## config.mk

```make
export PLATFORM = sky130hd
export DESIGN_NAME = delay_ring
export DESIGN_NICKNAME = d
export VERILOG_FILES = /design/src/verilog/snap_pkg.sv /design/src/verilog/delay_ring.sv
export VERILOG_INCLUDE_DIRS = /design/src /design/src/verilog
export SDC_FILE = /design/constraint.sdc
export NUM_CORES = 2
export LEC_CHECK = 0
export BUFFER_PORTS_ARGS = -buffer_cell sky130_fd_sc_hd__buf_2
export CAP_MARGIN = 20
export CORE_MARGIN = 2
export CORE_UTILIZATION = 43
export DETAILED_ROUTE_END_ITERATION = 7
export PLACE_DENSITY = 0.7
export SETUP_SLACK_MARGIN = 0.4
export SYNTH_ARGS = -nofsm -noshare
export SYNTH_HDL_FRONTEND = slang
export SYNTH_SLANG_ARGS = --single-unit
```

## constraint.sdc

```tcl
create_clock -name clk -period 4.1 [get_ports clk]
set_clock_uncertainty 0.2 [all_clocks]
set_input_delay 0 -clock clk [delete_from_list [all_inputs] [get_ports clk]]
set_output_delay 0 -clock clk [all_outputs]
set_load 0.01 [all_outputs]
```

## src/verilog/snap_defines.svh

```systemverilog
`ifndef SNAP_DEFINES_SVH
`define SNAP_DEFINES_SVH

// delay line geometry

`define SNAP_WIDTH  8    // bits per sample
`define SNAP_DEPTH  128  // entries in line and in each page
`define SNAP_AWIDTH 7    // log2 of depth

`define SNAP_PAGES  8    // shadow save slots
`define SNAP_PWIDTH 3    // page select bits

`endif

```

## src/verilog/snap_pkg.sv

```systemverilog
`include "snap_defines.svh"

package snap_pkg;

    typedef logic [`SNAP_WIDTH-1:0] sample_t;

    // command strobes as seen on the top
    typedef struct packed {
        logic                    save_state;
        logic                    restore_state;
        logic [`SNAP_PWIDTH-1:0] save_page;
        logic [`SNAP_PWIDTH-1:0] restore_page;
    } snap_req_t;

    // one transfer access from the sequencer
    typedef struct packed {
        logic [`SNAP_AWIDTH-1:0] addr;
        logic                    we;
        sample_t                 wdata;
    } mem_port_t;

endpackage

```

## src/verilog/delay_ring.sv

```systemverilog
`timescale 1ns/1ps
`include "snap_defines.svh"

module delay_ring (
    input  logic                clk,
    input  logic                reset,
    input  logic                busy,
    input  snap_pkg::sample_t   sample_in,
    input  snap_pkg::mem_port_t ring_port,
    output snap_pkg::sample_t   ring_rdata,
    output snap_pkg::sample_t   sample_out
);

    snap_pkg::sample_t       mem [`SNAP_DEPTH];
    logic [`SNAP_AWIDTH-1:0] ptr;

    // running step is read-then-overwrite at ptr
    // a transfer owns the array while busy is high
    always_ff @(posedge clk) begin
        if (reset) begin
            for (int i = 0; i < `SNAP_DEPTH; i++) begin
                mem[i] <= snap_pkg::sample_t'(32 + i);  // known start pattern
            end
            ptr        <= '0;
            sample_out <= '0;
        end else if (!busy) begin
            sample_out <= mem[ptr];
            mem[ptr]   <= sample_in;
            ptr        <= ptr + 1'b1;  // wraps at depth
        end else if (ring_port.we) begin
            mem[ring_port.addr] <= ring_port.wdata;  // restore word
        end
    end

    assign ring_rdata = mem[ring_port.addr];  // async read for save

    a_write_only_busy: assert property (
        @(posedge clk) disable iff (reset)
        ring_port.we |-> busy
    ) else $error("ring transfer write while not busy");

endmodule

```

==> impl_metrics.json <==
{
  "die-area_mm2": 0.131,
  "swShare": 0.249,
  "ys_warn_count": 0,
  "num_vias": 38900,
  "grt_pass1_wl_um": 268000,
  "drive_gt1_frac": 0.198,
  "crit_fanout": 2,
  "rsz0062_at_grt": "yes",
  "synth_edf_count": 1024,
  "status": "finished with violations",
  "crit_slowest_cell": "o211ai_1",
  "crit_top_cell": "mux4_2",
  "crit_required_ns": 3.90,
  "dr.pass1.iters": 8,
  "peakVddDrop_mv": 0.376,
  "std_cell_rows": 131,
  "overflow": 0,
  "slew_violations": 0,
  "clockBufferDepth": 3,
  "grt_usage": 0.281,
  "p_clk_frac": 0.419,
  "crit_start": "mem[78][3]",
  "io_pins": 43,
  "p_int_w": 0.0191,
  "via_per_inst": 6.62,
  "fin_tns_setup_ns": 0,
  "clockRootBuffer": "clkbuf_16",
  "synth_fp_nets": 4200,
  "fin_area_mm2": 0.0613,
  "drt_iter0_drc": 6695,
  "switching_power_w": 0.00634,
  "syn_inst": 4172,
  "power.total_w": 0.0254,
  "synthDistinctLibCells": 60,
  "slew_headroom": 0.210,
  "wl_um": 186000,
  "syn2layout_area_growth_pct": 11.1,
  "cap_violations": 0,
  "setup-violations-final": 0,
  "clk_pin_slew_ns": 0.07,
  "path_buf_inv": 1,
  "ys_seq_area_frac": 0.563,
  "violations": "design-rule violations",
  "antenna_left": 0,
  "hold_path.class": "primary input to flop",
  "cp_top_family": "multiplexers",
  "crit_path_end_kind": "output port",
  "grt_max_degree": 150,
  "fin_crit_ns": 3.75,
  "antenna_found_initial": 11,
  "syn_area_per_cell_um2": 13.2,
  "worstPathArrival_ns": 3.55,
  "seqPwrFrac": 0.474,
  "leakagePower_nw": 18.1,
  "critPathMaxStageDelay_ns": 0.56,
  "r2r_start": "ptr[0]",
  "power_density_mw_per_mm2": 415,
  "combinationalPowerShare": 0.107,
  "min-delay-start": "ring_port[11]",
  "ys_ff_latch": 1039,
  "postSynth.topFlopCell": "edfxtp_1",
  "clock_latency_ns": 0.74,
  "place_area_mm2": 0.0573,
  "critical_path_class": "flop to output port",
  "synth_area_mm2": 0.0552,
  "cts.sinks": 1039,
  "max_slew.worst_pin.slew_ns": 1.18,
  "final_hold_viol_count": 0,
  "drc": 3,
  "synth-async-reset-ratio": 0,
  "io_buffer_count": 42,
  "start_util": 0.433,
  "wire_per_inst_um": 31.6,
  "cts_tree": "yes",
  "dpl.hpwl_um": 126000,
  "chipWidth_um": 362,
  "h-tree-depth": 3,
  "die_y_um": 362,
  "globalplace.congestion": 0.974,
  "cts_made_buffers": 107,
  "start_kind": "flop",
  "design.core.area_mm2": 0.128,
  "crit_path_cell_trace": "mux4_2 -> mux4_2 -> o211ai_1 -> nand4_1 -> buf_2",
  "timing.fmax_ghz": 0.267,
  "nets": 4149,
  "grt_pass1_vias": 37900,
  "fin_crit_sh": 0.914
}
## what timing repair did
action,CTS,global route
hold buffers,21,0
buffers inserted,0,1
gates resized for setup,0,1
setup endpoints to repair,0,4
hold endpoints to repair,1039,0
## metrics by stage
step	hold slack, ns	setup slack [ns]	cells	util
finish	0.0910	0.354	5880	0.481
CTS	0.0190	0.469	5874	0.481
global route	0.141	0.403	5875	0.481
detailed placement	0.334	0.485	5652	0.449
floorplan	0.0929	1.71	4172	-
global placement	0.328	0.345	5651	0.449
## state kept, by name, summed over array words and instances (netlist names)
| name | cells |
|---|---|
| ptr | 7 |
| sample_out | 8 |
| mem | 1024 |
## synthesized netlist by cell type, types with 6 or more instances
master    number  share of area
a21oi_1       37         0.0034
nand4_1       15         0.0017
mux4_1         8         0.0038
o221ai_1      15         0.0024
o21ai_0       27         0.0024
a211o_1        8         0.0013
buf_1         17         0.0012
nand3b_1       6        0.00082
dfxtp_1       15         0.0054
nor2_1       687          0.047
mux4_2       428           0.17
nor3_1         9        0.00082
edfxtp_1    1024           0.56
mux2_2         8         0.0016
mux2i_1      295          0.054
o22ai_1       46         0.0052
clkbuf_1     199          0.014
buf_6         23         0.0047
inv_1          9        0.00061
a211oi_1      25         0.0034
a22oi_1       21         0.0029
nor2b_1       25         0.0028
a32oi_1       56         0.0089
o211ai_1       8         0.0011
nor2_2        21         0.0024
buf_4         41         0.0056
nand2_1      773          0.053
nand3_1       53         0.0048
nand2b_1     130          0.015
buf_2         66         0.0060
## worst register-to-register path: stages, from the launching register on
cell and delay (ns):
dfxtp_4 0.61, buf_12 0.33, buf_4 0.47, mux4_2 0.56, mux2i_1 0.38, o21ai_0 0.39, a211o_1 0.44, o311a_1 0.15
## placed cells by master, fill, tap and decap left out, types with 39 or more instances in the layout
cell type  instances
mux2i_1          287
buf_12            41
a32oi_1           56
nor2_1           684
nand2b_1         130
mux4_2           428
clkbuf_16        110
buf_4             88
nand2_1          773
buf_2             39
nand3_1           53
edfxtp_1        1024
o22ai_1           46
## per-layer routing
metal	track usage	vias up	wire length [µm]
met2	0.420	3319	82000
met1	0.366	19400	64400
met3	0.0891	599	27600
met4	0.153	10	11800
li1	-	15600	-
met5	0	-	64
## power groups by stage
stage	Clock [W]	Combinational [W]	Sequential [W]
2_1_floorplan	0	0.00176	0.0121
3_3_place_gp	0	0.00259	0.0123
3_5_place_dp	0	0.00262	0.0123
4_1_cts	0.0106	0.00264	0.0120
5_1_grt	0.0110	0.00280	0.0121
6_report	0.0107	0.00273	0.0120
## final timing paths
kind	depth (start not counted)	slack (ns)	end
setup reg to reg	7	0.46	sample_out[4]
setup / recovery	5	0.35	ring_rdata[3]
hold reg to reg	2	0.40	ptr[6]
hold / removal	6	0.09	mem[75][4]
## layout make-up
type,count,area [µm²]
Antenna cell,5,12.5
Inverter,9,38.8
Fill cell,10800,66200
Clock inverter,65,848
Tap cell,1662,2080
Clock buffer,136,2930
Sequential cell,1039,31100
Multi-Input combinational cell,2772,22400
Timing Repair Buffer,192,1920
## kinds of logic after synthesis
family / after synthesis / synth area share
AO/OA/AOI/OAI: 268 / 0.0351
multiplexers: 744 / 0.235
XOR/XNOR: 5 / 0.000793
flip-flops: 1039 / 0.563
AND/OR/NAND/NOR: 1754 / 0.132
buffers and inverters: 361 / 0.0335
adder cells (fa/ha/maj): 1 / 0.000227
Power figures use the tool's default switching activity.
