**config.mk**
```make
export PLATFORM = sky130hd
export DESIGN_NAME = snapshot_ctrl
export DESIGN_NICKNAME = d
export VERILOG_FILES = /design/src/verilog/snap_pkg.sv /design/src/verilog/snapshot_ctrl.sv
export VERILOG_INCLUDE_DIRS = /design/src /design/src/verilog
export SDC_FILE = /design/constraint.sdc
export NUM_CORES = 1
export LEC_CHECK = 0
export ABC_AREA = 1
export BUFFER_PORTS_ARGS = -buffer_cell sky130_fd_sc_hd__clkbuf_2
export CORE_MARGIN = 2
export CORE_UTILIZATION = 46
export DETAILED_ROUTE_END_ITERATION = 7
export PLACE_DENSITY = 0.86
export SYNTH_ARGS = -nofsm -noshare
export SYNTH_HDL_FRONTEND = slang
export SYNTH_SLANG_ARGS = --single-unit
```
**constraint.sdc**
```tcl
create_clock -name clk -period 3.35 [get_ports clk]
set_clock_uncertainty 0.1 [all_clocks]
set_input_delay 0.67 -clock clk [delete_from_list [all_inputs] [get_ports clk]]
set_output_delay 0.67 -clock clk [all_outputs]
set_load 0.01 [all_outputs]
```
**src/verilog/snap_defines.svh**
```systemverilog
`ifndef SNAP_DEFINES_SVH
`define SNAP_DEFINES_SVH

// delay line geometry

`define SNAP_WIDTH  8    // bits per sample
`define SNAP_DEPTH  128  // entries in line and in each page
`define SNAP_AWIDTH 7    // log2 of depth

`define SNAP_PAGES  8    // shadow save slots
`define SNAP_PWIDTH 3    // page select bits

`endif

```
**src/verilog/snap_pkg.sv**
```systemverilog
`include "snap_defines.svh"

package snap_pkg;

    typedef logic [`SNAP_WIDTH-1:0] sample_t;

    // command strobes as seen on the top
    typedef struct packed {
        logic                    save_state;
        logic                    restore_state;
        logic [`SNAP_PWIDTH-1:0] save_page;
        logic [`SNAP_PWIDTH-1:0] restore_page;
    } snap_req_t;

    // one transfer access from the sequencer
    typedef struct packed {
        logic [`SNAP_AWIDTH-1:0] addr;
        logic                    we;
        sample_t                 wdata;
    } mem_port_t;

endpackage

```
**src/verilog/snapshot_ctrl.sv**
```systemverilog
`timescale 1ns/1ps
`include "snap_defines.svh"

module snapshot_ctrl (
    input  logic                    clk,
    input  logic                    reset,
    input  snap_pkg::snap_req_t     req,
    input  snap_pkg::sample_t       ring_rdata,
    input  snap_pkg::sample_t       page_rdata,
    output snap_pkg::mem_port_t     ring_port,
    output snap_pkg::mem_port_t     page_port,
    output logic [`SNAP_PWIDTH-1:0] page_sel,
    output logic                    busy,
    output logic                    done
);

    typedef enum logic [2:0] {
        ST_IDLE,
        ST_SAVE,
        ST_RESTORE,
        ST_DRAIN,
        ST_FINISH
    } state_t;

    state_t                  state;
    logic [`SNAP_AWIDTH-1:0] cnt;
    logic [`SNAP_PWIDTH-1:0] page_q;
    logic                    lag_we;
    logic [`SNAP_AWIDTH-1:0] lag_addr;
    logic                    last_word;

    assign last_word = &cnt;  // depth is a power of two

    // save takes priority; strobes are only looked at in idle
    always_ff @(posedge clk) begin
        if (reset) begin
            state  <= ST_IDLE;
            cnt    <= '0;
            page_q <= '0;
            done   <= 1'b0;
        end else begin
            done <= 1'b0;
            case (state)
                ST_IDLE: begin
                    if (req.save_state) begin
                        state  <= ST_SAVE;
                        page_q <= req.save_page;
                    end else if (req.restore_state) begin
                        state  <= ST_RESTORE;
                        page_q <= req.restore_page;
                    end
                end
                ST_SAVE: begin
                    cnt <= cnt + 1'b1;  // back to zero after last word
                    if (last_word) begin
                        state <= ST_FINISH;
                    end
                end
                ST_RESTORE: begin
                    cnt <= cnt + 1'b1;
                    if (last_word) begin
                        state <= ST_DRAIN;  // last page read still in flight
                    end
                end
                ST_DRAIN: begin
                    state <= ST_FINISH;
                end
                ST_FINISH: begin
                    state <= ST_IDLE;
                    done  <= 1'b1;
                end
                default: begin
                    state <= ST_IDLE;
                end
            endcase
        end
    end

    // ring write trails the registered page read by one clock
    always_ff @(posedge clk) begin
        if (reset) begin
            lag_we <= 1'b0;
        end else begin
            lag_we <= (state == ST_RESTORE);
        end
    end

    always_ff @(posedge clk) begin
        lag_addr <= cnt;
    end

    assign busy     = (state != ST_IDLE);
    assign page_sel = page_q;

    always_comb begin
        page_port.addr  = cnt;
        page_port.we    = (state == ST_SAVE);
        page_port.wdata = ring_rdata;
        ring_port.addr  = (state == ST_SAVE) ? cnt : lag_addr;
        ring_port.we    = lag_we;
        ring_port.wdata = page_rdata;
    end

    a_cnt_rest: assert property (
        @(posedge clk) disable iff (reset)
        !busy |-> (cnt == '0)
    ) else $error("word counter not rewound at idle");

    a_one_writer: assert property (
        @(posedge clk) disable iff (reset)
        !(ring_port.we && page_port.we)
    ) else $error("ring and page written in the same cycle");

    a_done_pulse: assert property (
        @(posedge clk) disable iff (reset)
        done |-> !busy ##1 !done
    ) else $error("done not a single pulse at idle");

endmodule

```
==> results.tsv <==
stage	metric	value	unit
outcome	status	complete, no violations	
run	Max-Cap Viols	0	
critical_path	Slowest-stage cell, CP	dfxtp_1	
synth	top area cells in the synthesized netlist	dfxtp_1 40%, nand2_1 12%, buf_4 12%, o21ai_0 5.0%, inv_1 4.8%	
floorplanning	standard-cell rows	17	
critical_path	type of the worst setup path	flip-flop to output port	
power_and_ir_drop	worst vdd ir	0.467	mV
critical_path	Critical Path End	ring_port[10]	
power_and_ir_drop	Pleak	0.578	nW
clocking	Clock Root Buffer	clkbuf_4	
clocking	CTS tree	yes	
timing	Fin. Hold Viols	0	
global_route	GRT Total Usage	17.1	%
synth	top_reg_cell synth	dfxtp_1	
synth	mapped cell area	1090	um^2
synth	Synth Area per Inst	7.45	um^2
global_route	vias in the first global route	869	
clocking	H-Tree Depth	1	
synth	Async S/R FF share, synth	0	%
clocking	clk sinks	22	
placed_design	gpl congestion	0.773	
critical_path	Critical Path RT	2.58	ns
synth	top post-synthesis cells by count	36 x nand2_1, 22 x dfxtp_1, 17 x buf_4	
detailed_routing	DR iter-0 viols	14	
placed_design	count of input and output buffers	30	
floorplanning	DIE AREA	2790	um^2
global_route	gr ovfl total	0	
synth	Post-synth EDFFs	0	
clocking	TritonCTS buffer count	3	
synth	cell taking the most area after synthesis	dfxtp_1	
power_and_ir_drop	Pint	0.000505	W
detailed_routing	final wirelength	2.16	mm
clocking	Post-CTS Resized	0	
critical_path	cell mode on critical path	nand2_1	
worst_hold_path	Worst Hold Class	flip-flop to flip-flop	
timing	# setup viols final	0	
synth	count leader, synth	nand2_1	
power_and_ir_drop	Psw	0.000367	W
power_and_ir_drop	Sw Ratio	42.1	%
clocking	worst skew pair latency	0.30	ns
critical_path	slowest stage delay, CP	0.50	ns
timing	Setup Total Neg Slack	0	ns
synth	Synth top area share	40.2	%
clocking	Post-CTS Hold Buffers	0	
timing	Slew @ Worst Pin	0.286	ns
floorplanning	IO Pins	63	
detailed_routing	via count	936	
critical_path	cells on worst reg2reg path	8	
timing	RSZ-0062 raised after global routing	no	
detailed_routing	drt pass-1 iters	4	
critical_path	crit-path max FO	14	
timing	min Tclk post-route	2.15	ns
power_and_ir_drop	Clock power frac	16.3	%
critical_path	crit end category	output port	
synth	synthesis-stage register bit count	22	
synth	sequential cell area fraction in the yosys report	40.2	%
synth	Synth cell types	23	
critical_path	crit-path cells	inv_2 > nand3_4 > inv_1 > nand2_1 > nand2_1 > clkbuf_2	
global_route	pin count of the biggest net entering global routing	15	
timing	slew margin rel.	80.8	%
timing	Fmax	466	MHz
layout	area grow syn2layout	6.63	%
critical_path	Worst setup startpoint	state[1]	
clocking	post-CTS setup repair buffer count	0	
power_and_ir_drop	pwr/cell area	748	nW/um^2
synth	Synthesis Warnings	0	
floorplanning	Die Width	52.8	um
critical_path	Worst Setup Start Kind	flip-flop	
detailed_routing	number of remaining DRC errors	0	
layout	# diodes	0	
synth	Syn Inst Count	147	
clocking	Clock Pin Slew Worst Setup and Hold Paths	0.12	ns
critical_path	worst path arrival time	1.38	ns
layout	fraction of layout cells with a size suffix above 1	26.1	%
floorplanning	die height	52.8	um
floorplanning	CORE AREA	2230	um^2
detailed_routing	post-route antenna net violation count	0	
power_and_ir_drop	Seq pwr share	41.4	%
critical_path	r2r endpoint	state[1]	
layout	Total Nets Final	189	
global_route	first-pass GRT wire length	3.55	mm
detailed_routing	wire per inst	11.4	um
synth	Mapped Nets	174	
timing	Slew Limit Fails	0	
detailed_routing	via/cell ratio	4.95	
critical_path	Reg2Reg Launch Point	cnt[0]	
floorplanning	Initial Util	49.0	%
timing	Hold WS	0.291	ns
clocking	maximum clock path buffer count	2	
critical_path	flop-to-flop setup slack	1.72	ns
global_route	antenna violations before repair	0	
timing	Tcrit/Tclk final	64.1	%
power_and_ir_drop	Comb power frac	42.3	%
placed_design	Post-DP HPWL	1.67	mm
==> state kept, by name (all words and copies together), names as in the netlist <==
name and flops:
done 1, page_sel 3, lag_addr 7, lag_we 1, cnt 7, state 3
==> cells in the final DEF (no fill, tap or decap), types with 2 or more instances in the layout <==
| cell type | synthesis | final |
|---|---|---|
| a21oi_1 | 10 | 10 |
| clkbuf_2 | 0 | 30 |
| clkbuf_4 | 0 | 3 |
| dfxtp_1 | 22 | 22 |
| inv_1 | 14 | 14 |
| nand2_1 | 36 | 36 |
| nand3_1 | 3 | 3 |
| nand4_1 | 2 | 2 |
| nand4_2 | 2 | 2 |
| nor2_1 | 14 | 14 |
| o211ai_1 | 2 | 2 |
| o21ai_0 | 11 | 11 |
| o21ai_1 | 2 | 2 |
==> layout make-up <==
cell class / count / area (um^2)
Multi-Input combinational cell: 90 / 449
Timing Repair Buffer: 30 / 150
Clock buffer: 4 / 36.3
Tap cell: 28 / 35.0
Inverter: 15 / 56.3
Fill cell: 230 / 1070
Sequential cell: 22 / 440
==> layer usage <==
metal	GRT usage (%)	share of wire, %	vias to the layer above
met5	0	0	-
met4	8.12	1.7	0
met3	3.71	6.8	10
met2	28.7	48	35
met1	20.4	43	412
li1	-	-	479
==> power groups by stage <==
stage | sequential, W | combinational, W | clock, W
5_1_grt | 0.000369 | 0.000421 | 0.000157
3_5_place_dp | 0.000368 | 0.000371 | 0
6_report | 0.000362 | 0.000369 | 0.000142
4_1_cts | 0.000362 | 0.000373 | 0.000145
3_3_place_gp | 0.000362 | 0.000358 | 0
2_1_floorplan | 0.000368 | 0.000306 | 0
==> cells by family (layout without fill, tap and decap cells) <==
kind of cell | Yosys count | after routing | share of synthesized area, %
AOI/OAI and AO/OA | 25 | 25 | 11.9
buffers and inverters | 35 | 49 | 18.7
adders and majority gates | 1 | 1 | 1.14
and+or+nand+nor | 64 | 64 | 28.0
DFF | 22 | 22 | 40.2
==> critical path: cells and delay by family (launching register included) <==
kind | cells | cell delay, ns
flops | 1 | 0.50
buf+inv | 3 | 0.30
simple gates | 3 | 0.29
==> metrics by stage <==
step / instances / total power (W) / setup WS, ns / util, % / instance area, um^2
floorplan: 147 / 0.000674 / 1.59 / - / 1090
global placement: 185 / 0.000720 / 1.57 / 50.6 / 1130
detailed placement: 185 / 0.000739 / 1.54 / 50.6 / 1130
CTS: 189 / 0.000880 / 1.19 / 52.3 / 1170
global route: 189 / 0.000947 / 1.07 / 52.3 / 1170
finish: 189 / 0.000873 / 1.20 / 52.3 / 1170
==> how the worst min path moves through the flow <==
stage	from	endpoint	slack [ns]	depth (start not counted)
finish	cnt[6]	lag_addr[6]	0.29	0
global route	cnt[6]	lag_addr[6]	0.30	0
CTS	cnt[6]	lag_addr[6]	0.29	0
detailed placement	cnt[6]	lag_addr[6]	0.27	0
global placement	cnt[6]	lag_addr[6]	0.27	0
floorplan	cnt[6]	lag_addr[6]	0.29	0
Power figures use the tool's default switching activity.
